## src/include/tlu_defines.svh

```systemverilog
`ifndef TLU_DEFINES_SVH
`define TLU_DEFINES_SVH

// widths
`define TLU_TRG_WIDTH    8
`define TLU_ABUS_WIDTH   16
`define TLU_DATA_WIDTH   8
`define TLU_COUNT_WIDTH  32
`define TLU_WORD_WIDTH   32
`define TLU_LOST_WIDTH   8

`define TLU_VERSION      11
`define TLU_FIFO_DEPTH   8     // output fifo words

// register map, byte wide
`define TLU_ADDR_RESET     0   // write resets, read gives version
`define TLU_ADDR_CONF      1   // bit 0 enable, bit 1 external ack
`define TLU_ADDR_TRG_SEL   2
`define TLU_ADDR_VETO_SEL  3
`define TLU_ADDR_TRG_INV   4
`define TLU_ADDR_CNT       8   // 8 to 11, low byte first
`define TLU_ADDR_CNT_MAX   12  // 12 to 15
`define TLU_ADDR_LOST      16
`define TLU_ADDR_SOFT_TRG  17

`endif

```

## src/hw/tlu_pkg.sv

```systemverilog
`include "tlu_defines.svh"

package tlu_pkg;

    typedef logic [`TLU_ABUS_WIDTH-1:0]  bus_addr_t;
    typedef logic [`TLU_DATA_WIDTH-1:0]  bus_data_t;
    typedef logic [`TLU_TRG_WIDTH-1:0]   trg_mask_t;   // one bit per input
    typedef logic [`TLU_COUNT_WIDTH-1:0] trg_count_t;
    typedef logic [`TLU_WORD_WIDTH-1:0]  trg_word_t;   // msb marks a trigger word
    typedef logic [`TLU_LOST_WIDTH-1:0]  lost_count_t;

    // everything the bus can configure
    typedef struct packed {
        logic       trigger_enable;
        logic       ext_ack_enable;
        trg_mask_t  trigger_select;
        trg_mask_t  veto_select;
        trg_mask_t  trigger_invert;
        trg_count_t count_max;      // 0 disables the limit
    } tlu_conf_t;

    typedef enum logic [1:0] {
        idle,
        req_high,
        wait_ack_low
    } fsm_state_t;

endpackage

```

## src/hw/tlu_regs.sv

```systemverilog
`include "tlu_defines.svh"

module tlu_regs (
    input  logic                BUS_CLK,
    input  logic                RST,
    input  tlu_pkg::bus_addr_t  BUS_ADD,
    input  tlu_pkg::bus_data_t  BUS_DATA_IN,
    input  logic                BUS_RD,
    input  logic                BUS_WR,
    output tlu_pkg::bus_data_t  BUS_DATA_OUT,
    input  tlu_pkg::trg_count_t trg_count,
    input  tlu_pkg::lost_count_t lost_count,
    output tlu_pkg::tlu_conf_t  conf,
    output logic                soft_trigger,
    output logic                soft_rst
);

    logic                rst_int;
    tlu_pkg::trg_count_t count_buf;   // upper bytes of the count seen at the last read of 8

    // strobes straight from the bus, one cycle per write
    assign soft_rst     = BUS_WR && (BUS_ADD == `TLU_ADDR_RESET);
    assign soft_trigger = BUS_WR && (BUS_ADD == `TLU_ADDR_SOFT_TRG);

    assign rst_int = RST | soft_rst;

    always_ff @(posedge BUS_CLK)
    begin
        if (rst_int)
        begin
            conf <= '0;
        end
        else if (BUS_WR)
        begin
            case (BUS_ADD)
                `TLU_ADDR_CONF:
                begin
                    conf.trigger_enable <= BUS_DATA_IN[0];
                    conf.ext_ack_enable <= BUS_DATA_IN[1];
                end
                `TLU_ADDR_TRG_SEL:      conf.trigger_select  <= BUS_DATA_IN;
                `TLU_ADDR_VETO_SEL:     conf.veto_select     <= BUS_DATA_IN;
                `TLU_ADDR_TRG_INV:      conf.trigger_invert  <= BUS_DATA_IN;
                `TLU_ADDR_CNT_MAX:      conf.count_max[7:0]   <= BUS_DATA_IN;
                `TLU_ADDR_CNT_MAX + 1:  conf.count_max[15:8]  <= BUS_DATA_IN;
                `TLU_ADDR_CNT_MAX + 2:  conf.count_max[23:16] <= BUS_DATA_IN;
                `TLU_ADDR_CNT_MAX + 3:  conf.count_max[31:24] <= BUS_DATA_IN;
                default:
                begin
                    conf <= conf;   // read-only or strobe address
                end
            endcase
        end
    end

    // reading the low byte freezes the rest for a coherent 32 bit value
    always_ff @(posedge BUS_CLK)
    begin
        if (rst_int)
        begin
            count_buf <= '0;
        end
        else if (BUS_RD && (BUS_ADD == `TLU_ADDR_CNT))
        begin
            count_buf <= trg_count;
        end
    end

    always_ff @(posedge BUS_CLK)
    begin
        if (BUS_RD)
        begin
            case (BUS_ADD)
                `TLU_ADDR_RESET:        BUS_DATA_OUT <= tlu_pkg::bus_data_t'(`TLU_VERSION);
                `TLU_ADDR_CONF:
                begin
                    BUS_DATA_OUT <= {6'b0, conf.ext_ack_enable, conf.trigger_enable};
                end
                `TLU_ADDR_TRG_SEL:      BUS_DATA_OUT <= conf.trigger_select;
                `TLU_ADDR_VETO_SEL:     BUS_DATA_OUT <= conf.veto_select;
                `TLU_ADDR_TRG_INV:      BUS_DATA_OUT <= conf.trigger_invert;
                `TLU_ADDR_CNT:          BUS_DATA_OUT <= trg_count[7:0];   // live value
                `TLU_ADDR_CNT + 1:      BUS_DATA_OUT <= count_buf[15:8];
                `TLU_ADDR_CNT + 2:      BUS_DATA_OUT <= count_buf[23:16];
                `TLU_ADDR_CNT + 3:      BUS_DATA_OUT <= count_buf[31:24];
                `TLU_ADDR_CNT_MAX:      BUS_DATA_OUT <= conf.count_max[7:0];
                `TLU_ADDR_CNT_MAX + 1:  BUS_DATA_OUT <= conf.count_max[15:8];
                `TLU_ADDR_CNT_MAX + 2:  BUS_DATA_OUT <= conf.count_max[23:16];
                `TLU_ADDR_CNT_MAX + 3:  BUS_DATA_OUT <= conf.count_max[31:24];
                `TLU_ADDR_LOST:         BUS_DATA_OUT <= lost_count;
                default:                BUS_DATA_OUT <= '0;
            endcase
        end
    end

endmodule

```

## src/hw/trigger_input.sv

```systemverilog
module trigger_input (
    input  logic                BUS_CLK,
    input  logic                RST,
    input  tlu_pkg::trg_mask_t  trigger,
    input  tlu_pkg::trg_mask_t  trigger_veto,
    input  logic                soft_trigger,
    input  tlu_pkg::tlu_conf_t  conf,
    output logic                trg_edge,
    output logic                veto
);

    tlu_pkg::trg_mask_t trg_masked;
    logic               trg_or;
    logic               veto_or;
    logic [1:0]         trg_sync;    // [1] is the synchronized level
    logic [1:0]         veto_sync;
    logic               trg_prev;

    // combine before synchronizing so only one bit crosses
    assign trg_masked = (trigger ^ conf.trigger_invert) & conf.trigger_select;
    assign trg_or     = |trg_masked;
    assign veto_or    = |(trigger_veto & conf.veto_select);

    always_ff @(posedge BUS_CLK)
    begin
        if (RST)
        begin
            trg_sync  <= '0;
            veto_sync <= '0;
            trg_prev  <= 1'b0;
            trg_edge  <= 1'b0;
        end
        else
        begin
            trg_sync  <= {trg_sync[0], trg_or};
            veto_sync <= {veto_sync[0], veto_or};
            trg_prev  <= trg_sync[1];
            // rising edge, or a bus write to the soft trigger address
            trg_edge  <= (trg_sync[1] & ~trg_prev) | soft_trigger;
        end
    end

    assign veto = veto_sync[1];   // one cycle ahead of the matching edge

endmodule

```

## src/hw/trigger_fsm.sv

```systemverilog
module trigger_fsm (
    input  logic                BUS_CLK,
    input  logic                RST,
    input  tlu_pkg::tlu_conf_t  conf,
    input  logic                trg_edge,
    input  logic                veto,
    input  logic                trigger_ack,
    output logic                trigger_req,
    output tlu_pkg::trg_count_t trg_count,
    output logic                push,
    output tlu_pkg::trg_word_t  word
);

    tlu_pkg::fsm_state_t state;
    tlu_pkg::fsm_state_t state_next;
    logic                self_ack;    // req delayed by one cycle
    logic                ack;
    logic                limit_reached;
    logic                accept;

    assign ack = conf.ext_ack_enable ? trigger_ack : self_ack;

    assign limit_reached = (conf.count_max != '0) && (trg_count >= conf.count_max);

    // ack must be low too, so req never rises into a stale ack
    assign accept = (state == tlu_pkg::idle) && trg_edge && conf.trigger_enable
                    && !veto && !limit_reached && !ack;

    always_comb
    begin
        state_next = state;
        case (state)
            tlu_pkg::idle:
            begin
                if (accept)
                begin
                    state_next = tlu_pkg::req_high;
                end
            end
            tlu_pkg::req_high:
            begin
                if (ack)
                begin
                    state_next = tlu_pkg::wait_ack_low;
                end
            end
            tlu_pkg::wait_ack_low:
            begin
                if (!ack)
                begin
                    state_next = tlu_pkg::idle;
                end
            end
            default:
            begin
                state_next = tlu_pkg::idle;
            end
        endcase
    end

    always_ff @(posedge BUS_CLK)
    begin
        if (RST)
        begin
            state    <= tlu_pkg::idle;
            self_ack <= 1'b0;
        end
        else
        begin
            state    <= state_next;
            self_ack <= trigger_req;
        end
    end

    assign trigger_req = (state == tlu_pkg::req_high);   // straight from the state flops

    // word goes out the cycle ack is first seen high
    assign push = trigger_req && ack;
    assign word = {1'b1, trg_count[30:0]};   // zero based trigger number

    always_ff @(posedge BUS_CLK)
    begin
        if (RST)
        begin
            trg_count <= '0;
        end
        else if (push)
        begin
            trg_count <= trg_count + 1'b1;   // counted even if the fifo drops it
        end
    end

endmodule

```

## src/hw/trigger_fifo.sv

```systemverilog
`include "tlu_defines.svh"

module trigger_fifo (
    input  logic                 BUS_CLK,
    input  logic                 RST,
    input  logic                 push,
    input  tlu_pkg::trg_word_t   word,
    input  logic                 pop,
    output logic                 empty,
    output tlu_pkg::trg_word_t   data,
    output tlu_pkg::lost_count_t lost_count
);

    localparam int DEPTH = `TLU_FIFO_DEPTH;
    localparam int PTR_W = $clog2(DEPTH);
    localparam int OCC_W = $clog2(DEPTH + 1);

    tlu_pkg::trg_word_t mem [DEPTH];
    logic [PTR_W-1:0]   wr_ptr;
    logic [PTR_W-1:0]   rd_ptr;
    logic [OCC_W-1:0]   occupancy;
    logic               full;
    logic               do_push;
    logic               do_pop;

    assign full    = (occupancy == OCC_W'(DEPTH));
    assign empty   = (occupancy == '0);
    assign do_push = push && !full;
    assign do_pop  = pop && !empty;
    assign data    = mem[rd_ptr];   // head word, valid while not empty

    always_ff @(posedge BUS_CLK)
    begin
        if (do_push)
        begin
            mem[wr_ptr] <= word;
        end
    end

    always_ff @(posedge BUS_CLK)
    begin
        if (RST)
        begin
            wr_ptr    <= '0;
            rd_ptr    <= '0;
            occupancy <= '0;
        end
        else
        begin
            if (do_push)
            begin
                wr_ptr <= (wr_ptr == PTR_W'(DEPTH - 1)) ? '0 : wr_ptr + 1'b1;
            end
            if (do_pop)
            begin
                rd_ptr <= (rd_ptr == PTR_W'(DEPTH - 1)) ? '0 : rd_ptr + 1'b1;
            end
            occupancy <= occupancy + OCC_W'(do_push) - OCC_W'(do_pop);
        end
    end

    // words pushed into a full fifo, stops at all ones
    always_ff @(posedge BUS_CLK)
    begin
        if (RST)
        begin
            lost_count <= '0;
        end
        else if (push && full && (lost_count != '1))
        begin
            lost_count <= lost_count + 1'b1;
        end
    end

endmodule

```

## src/hw/tlu_core.sv

```systemverilog
module tlu_core (
    input  logic                BUS_CLK,
    input  logic                RST,
    input  tlu_pkg::bus_addr_t  BUS_ADD,
    input  tlu_pkg::bus_data_t  BUS_DATA_IN,
    input  logic                BUS_RD,
    input  logic                BUS_WR,
    output tlu_pkg::bus_data_t  BUS_DATA_OUT,
    input  tlu_pkg::trg_mask_t  TRIGGER,
    input  tlu_pkg::trg_mask_t  TRIGGER_VETO,
    input  logic                TRIGGER_ACK,
    output logic                TRIGGER_REQ,
    output logic                TRIGGER_ENABLED,
    input  logic                FIFO_READ,
    output logic                FIFO_EMPTY,
    output tlu_pkg::trg_word_t  FIFO_DATA
);

    tlu_pkg::tlu_conf_t   conf;
    tlu_pkg::trg_count_t  trg_count;
    tlu_pkg::lost_count_t lost_count;
    tlu_pkg::trg_word_t   word;
    logic                 soft_trigger;
    logic                 soft_rst;
    logic                 rst_int;
    logic                 trg_edge;
    logic                 veto;
    logic                 push;

    assign rst_int         = RST | soft_rst;   // bus reset or write to address 0
    assign TRIGGER_ENABLED = conf.trigger_enable;

    tlu_regs u_regs (
        .BUS_CLK      (BUS_CLK),
        .RST          (RST),
        .BUS_ADD      (BUS_ADD),
        .BUS_DATA_IN  (BUS_DATA_IN),
        .BUS_RD       (BUS_RD),
        .BUS_WR       (BUS_WR),
        .BUS_DATA_OUT (BUS_DATA_OUT),
        .trg_count    (trg_count),
        .lost_count   (lost_count),
        .conf         (conf),
        .soft_trigger (soft_trigger),
        .soft_rst     (soft_rst)
    );

    trigger_input u_input (
        .BUS_CLK      (BUS_CLK),
        .RST          (rst_int),
        .trigger      (TRIGGER),
        .trigger_veto (TRIGGER_VETO),
        .soft_trigger (soft_trigger),
        .conf         (conf),
        .trg_edge     (trg_edge),
        .veto         (veto)
    );

    trigger_fsm u_fsm (
        .BUS_CLK      (BUS_CLK),
        .RST          (rst_int),
        .conf         (conf),
        .trg_edge     (trg_edge),
        .veto         (veto),
        .trigger_ack  (TRIGGER_ACK),
        .trigger_req  (TRIGGER_REQ),
        .trg_count    (trg_count),
        .push         (push),
        .word         (word)
    );

    trigger_fifo u_fifo (
        .BUS_CLK      (BUS_CLK),
        .RST          (rst_int),
        .push         (push),
        .word         (word),
        .pop          (FIFO_READ),
        .empty        (FIFO_EMPTY),
        .data         (FIFO_DATA),
        .lost_count   (lost_count)
    );

endmodule

```

## config.mk

```make
export PLATFORM = sky130hd
export DESIGN_NAME = tlu_core
export DESIGN_NICKNAME = d
export VERILOG_FILES = /design/src/hw/tlu_pkg.sv /design/src/hw/tlu_regs.sv /design/src/hw/trigger_input.sv /design/src/hw/trigger_fsm.sv /design/src/hw/trigger_fifo.sv /design/src/hw/tlu_core.sv
export VERILOG_INCLUDE_DIRS = /design/src /design/src/include
export SDC_FILE = /design/constraint.sdc
export NUM_CORES = 1
export LEC_CHECK = 0
export ABC_AREA = 1
export BUFFER_PORTS_ARGS = -buffer_cell sky130_fd_sc_hd__buf_4
export CORE_MARGIN = 2
export CORE_UTILIZATION = 45
export CTS_BUF_LIST = sky130_fd_sc_hd__clkbuf_2 sky130_fd_sc_hd__clkbuf_4 sky130_fd_sc_hd__clkbuf_8
export DETAILED_ROUTE_END_ITERATION = 10
export HOLD_SLACK_MARGIN = 0.06
export PLACE_DENSITY = 0.63
export SYNTH_ARGS = -nofsm -noshare
export SYNTH_HDL_FRONTEND = slang
export SYNTH_HIERARCHICAL = 1
export SYNTH_SLANG_ARGS = --single-unit
```

## constraint.sdc

```tcl
create_clock -name BUS_CLK -period 6 [get_ports BUS_CLK]
set_input_delay 1.2 -clock BUS_CLK [delete_from_list [all_inputs] [get_ports BUS_CLK]]
set_output_delay 1.2 -clock BUS_CLK [all_outputs]
set_load 0.05 [all_outputs]
```

==> out/qor.yml <==
status: "completed"
area_growth_pct: 11.2
path_delay_family: "buffers and inverters"
die_w_um: 212
cts_hold_repair.buffers: 0
seq_area_frac_synth_pct: 55.6
postCtsSetupBuffers: 0
cp_max_fo: 65
synthTopCellsByArea: "edfxtp_1 41%, dfxtp_1 15%, nand2_1 10%, nor2_1 4.9%, a21oi_2 3.6%"
synth_area_um2: 19400
hp-class: "reg -> reg"
rows: 76
gp_congestion: 0.876
critPathKind: "reg -> out"
ctsHtreeMaxLevel: 3
cts_tree: "yes"
clock_skew_ps: 32.1
end_kind: "output port"
drt_iter0_drc: 1170
slew_headroom_pct: 18.6
nets: 2254
cp.required_ps: 4800
met1_usage_pct: 30.2
syn_inst: 2105
worst_pin_slew_ps: 1220
synthFlopType: "edfxtp_1"
synth_top_area_share_pct: 40.8
wirelength_um: 49700
dieArea_um2: 44900
grt_pass1_wl_um: 77700
syn_avg_cell_area_um2: 9.23
dp_cells: 2676
power_mw: 7.43
cts_buffers: 70
p_leak_nw: 8.12
fin_crit_ps: 4790
cp-start-kind: "flop"
finalMaxSlewViolations: 0
yosys_register_bits: 408
yosys_warnings: 6
setup_viol: 0
drt_first_pass_iters: 7
grt_max_degree: 85
synth.largest_area_cell: "edfxtp_1"
die_h_um: 212
cpMostUsedCell: "buf_4"
cp_cell_sequence: "buf_4, clkinv_1, buf_4, o21ai_1, o22ai_1, nand2_1, nand2_1, buf_4"
cts.clk_slew.worst_paths_ps: 60
timing.critical_path.slowest_stage_cell: "clkinv_1"
slowest_delay_ps: 870
gr-usage-met3_pct: 3.60
final_antenna_net_count: 0
hold_viol_final: 0
routedWlPerCell_um: 17.8
fin_cells: 2799
arrival_ps: 3590
clock-sinks: 408
clk_latency_ps: 620
fillers: 3947
power.density_nw_per_um2: 344
timing.critical_path.buf_inv: 4
gr-usage-met2_pct: 36.8
port_buffers: 88
max_freq_ghz: 0.209
final_cell_mix: "534 x nand2_1, 264 x edfxtp_1, 244 x nor2_1"
drive_gt1_share_pct: 16.3
start_util_pct: 45.3
grtUsageTotal_pct: 22.5
coreArea_um2: 42900
synth_edf_count: 264
top_usage_layer: "met2"
via_per_inst: 5.26
drc: 0
async_flop_share_pct: 0
tns_ps: 0
vias: 14700
drv_cap: 0
io_pins: 89
layout_commonest_cell: "nand2_1"
grt_pass1_vias: 14200
min_period_over_period_pct: 79.9
antenna_found_initial: 1
clock_tree.root_cell: "clkbuf_8"
grt-ovfl-total: 0
peakVddDrop_v: 0.000251
post-dp-hpwl_um: 31300
hold_slack_ps: 412
syn_nets: 2196
ctsResizeCount: 0
rsz0062_at_grt: "false"
synth_cell_type_count: 46
cts_buffer_depth: 3
per-stage QoR:
step                      setup WS [ps]  instance area, µm²  utilization (%)
after floorplan                    1850               19400                -
after global placement             1780               20200             47.1
after detailed placement           1760               20200             47.1
after CTS                          1090               21600             50.4
after global routing                953               21600             50.4
final                              1210               21600             50.4
metal layers:
layer  share of wire (%)  vias to the layer above
met5                   0                        -
li1                    -                     7191
met3                 5.9                       82
met1                  44                     6998
met4                 2.5                        0
met2                  47                      451
path summary, 6_finish.rpt:
kind / cells after the start / startpoint / slack [ps] / endpoint
worst max-delay path: 8 / flop / 1210 / FIFO_DATA[10]
worst min-delay path: 2 / u_input/trg_sync[0]$_SDFF_PP0_ / 410 / u_input/trg_sync[1]$_SDFF_PP0_
worst max register to register: 5 / u_regs/conf[56]$_SDFFE_PP0P_ / 3090 / u_fifo/mem[4][12]$_DFFE_PP_
worst min register to register: 2 / u_input/trg_sync[0]$_SDFF_PP0_ / 410 / u_input/trg_sync[1]$_SDFF_PP0_
kinds of logic after synthesis:
family | share of synthesized area (%)
and+or+nand+nor | 21.9
DFF | 55.6
AOI/OAI and AO/OA | 11.4
buffers and inverters | 7.47
adders and majority gates | 2.94
xor gates and xnor gates | 0.631
other | 0.0193
cell type report:
| cell class | count | area [µm²] | share of cell area (%) |
|---|---|---|---|
| clock inverters | 22 | 178 | 0.822 |
| clock buffers | 100 | 1240 | 5.76 |
| diodes | 1 | 2.50 | 0.0116 |
| flip-flops and latches | 408 | 10800 | 50.1 |
| repair buffers | 98 | 736 | 3.41 |
| inverters | 176 | 666 | 3.08 |
| multi-input cells | 1409 | 7230 | 33.5 |
| well taps | 585 | 732 | 3.39 |
report_power, final:
group | switching, mW | internal, mW | total, mW
logic | 1.30 | 0.521 | 1.82
clock network | 1.12 | 1.43 | 2.55
registers | 0.0674 | 2.99 | 3.05
Yosys cell counts (44+ instances only):
| cell | count |
|---|---|
| edfxtp_1 | 264 |
| a21oi_2 | 80 |
| o21ai_0 | 90 |
| o22ai_1 | 64 |
| inv_1 | 162 |
| ha_1 | 44 |
| nand2_1 | 534 |
| dfxtp_1 | 144 |
| o21ai_1 | 62 |
| nor2_1 | 252 |
| a21oi_1 | 57 |
| nand3_1 | 110 |
registers in the layout (all words and copies together), names as in the netlist, 4 cells and up, named ones only:
register / cells
u_fifo/lost_count: 8
u_fifo/mem: 256
u_fifo/occupancy: 4
u_fsm/trg_count: 32
u_regs/BUS_DATA_OUT: 8
u_regs/conf: 58
u_regs/count_buf: 24
worst register-to-register path: cells and delay by family (launching register included):
kind	cells	cell delay (ps)
DFF	1	430
AOI/OAI and AO/OA	1	140
and+or+nand+nor	4	1900
(Power assumes the default switching activity.)
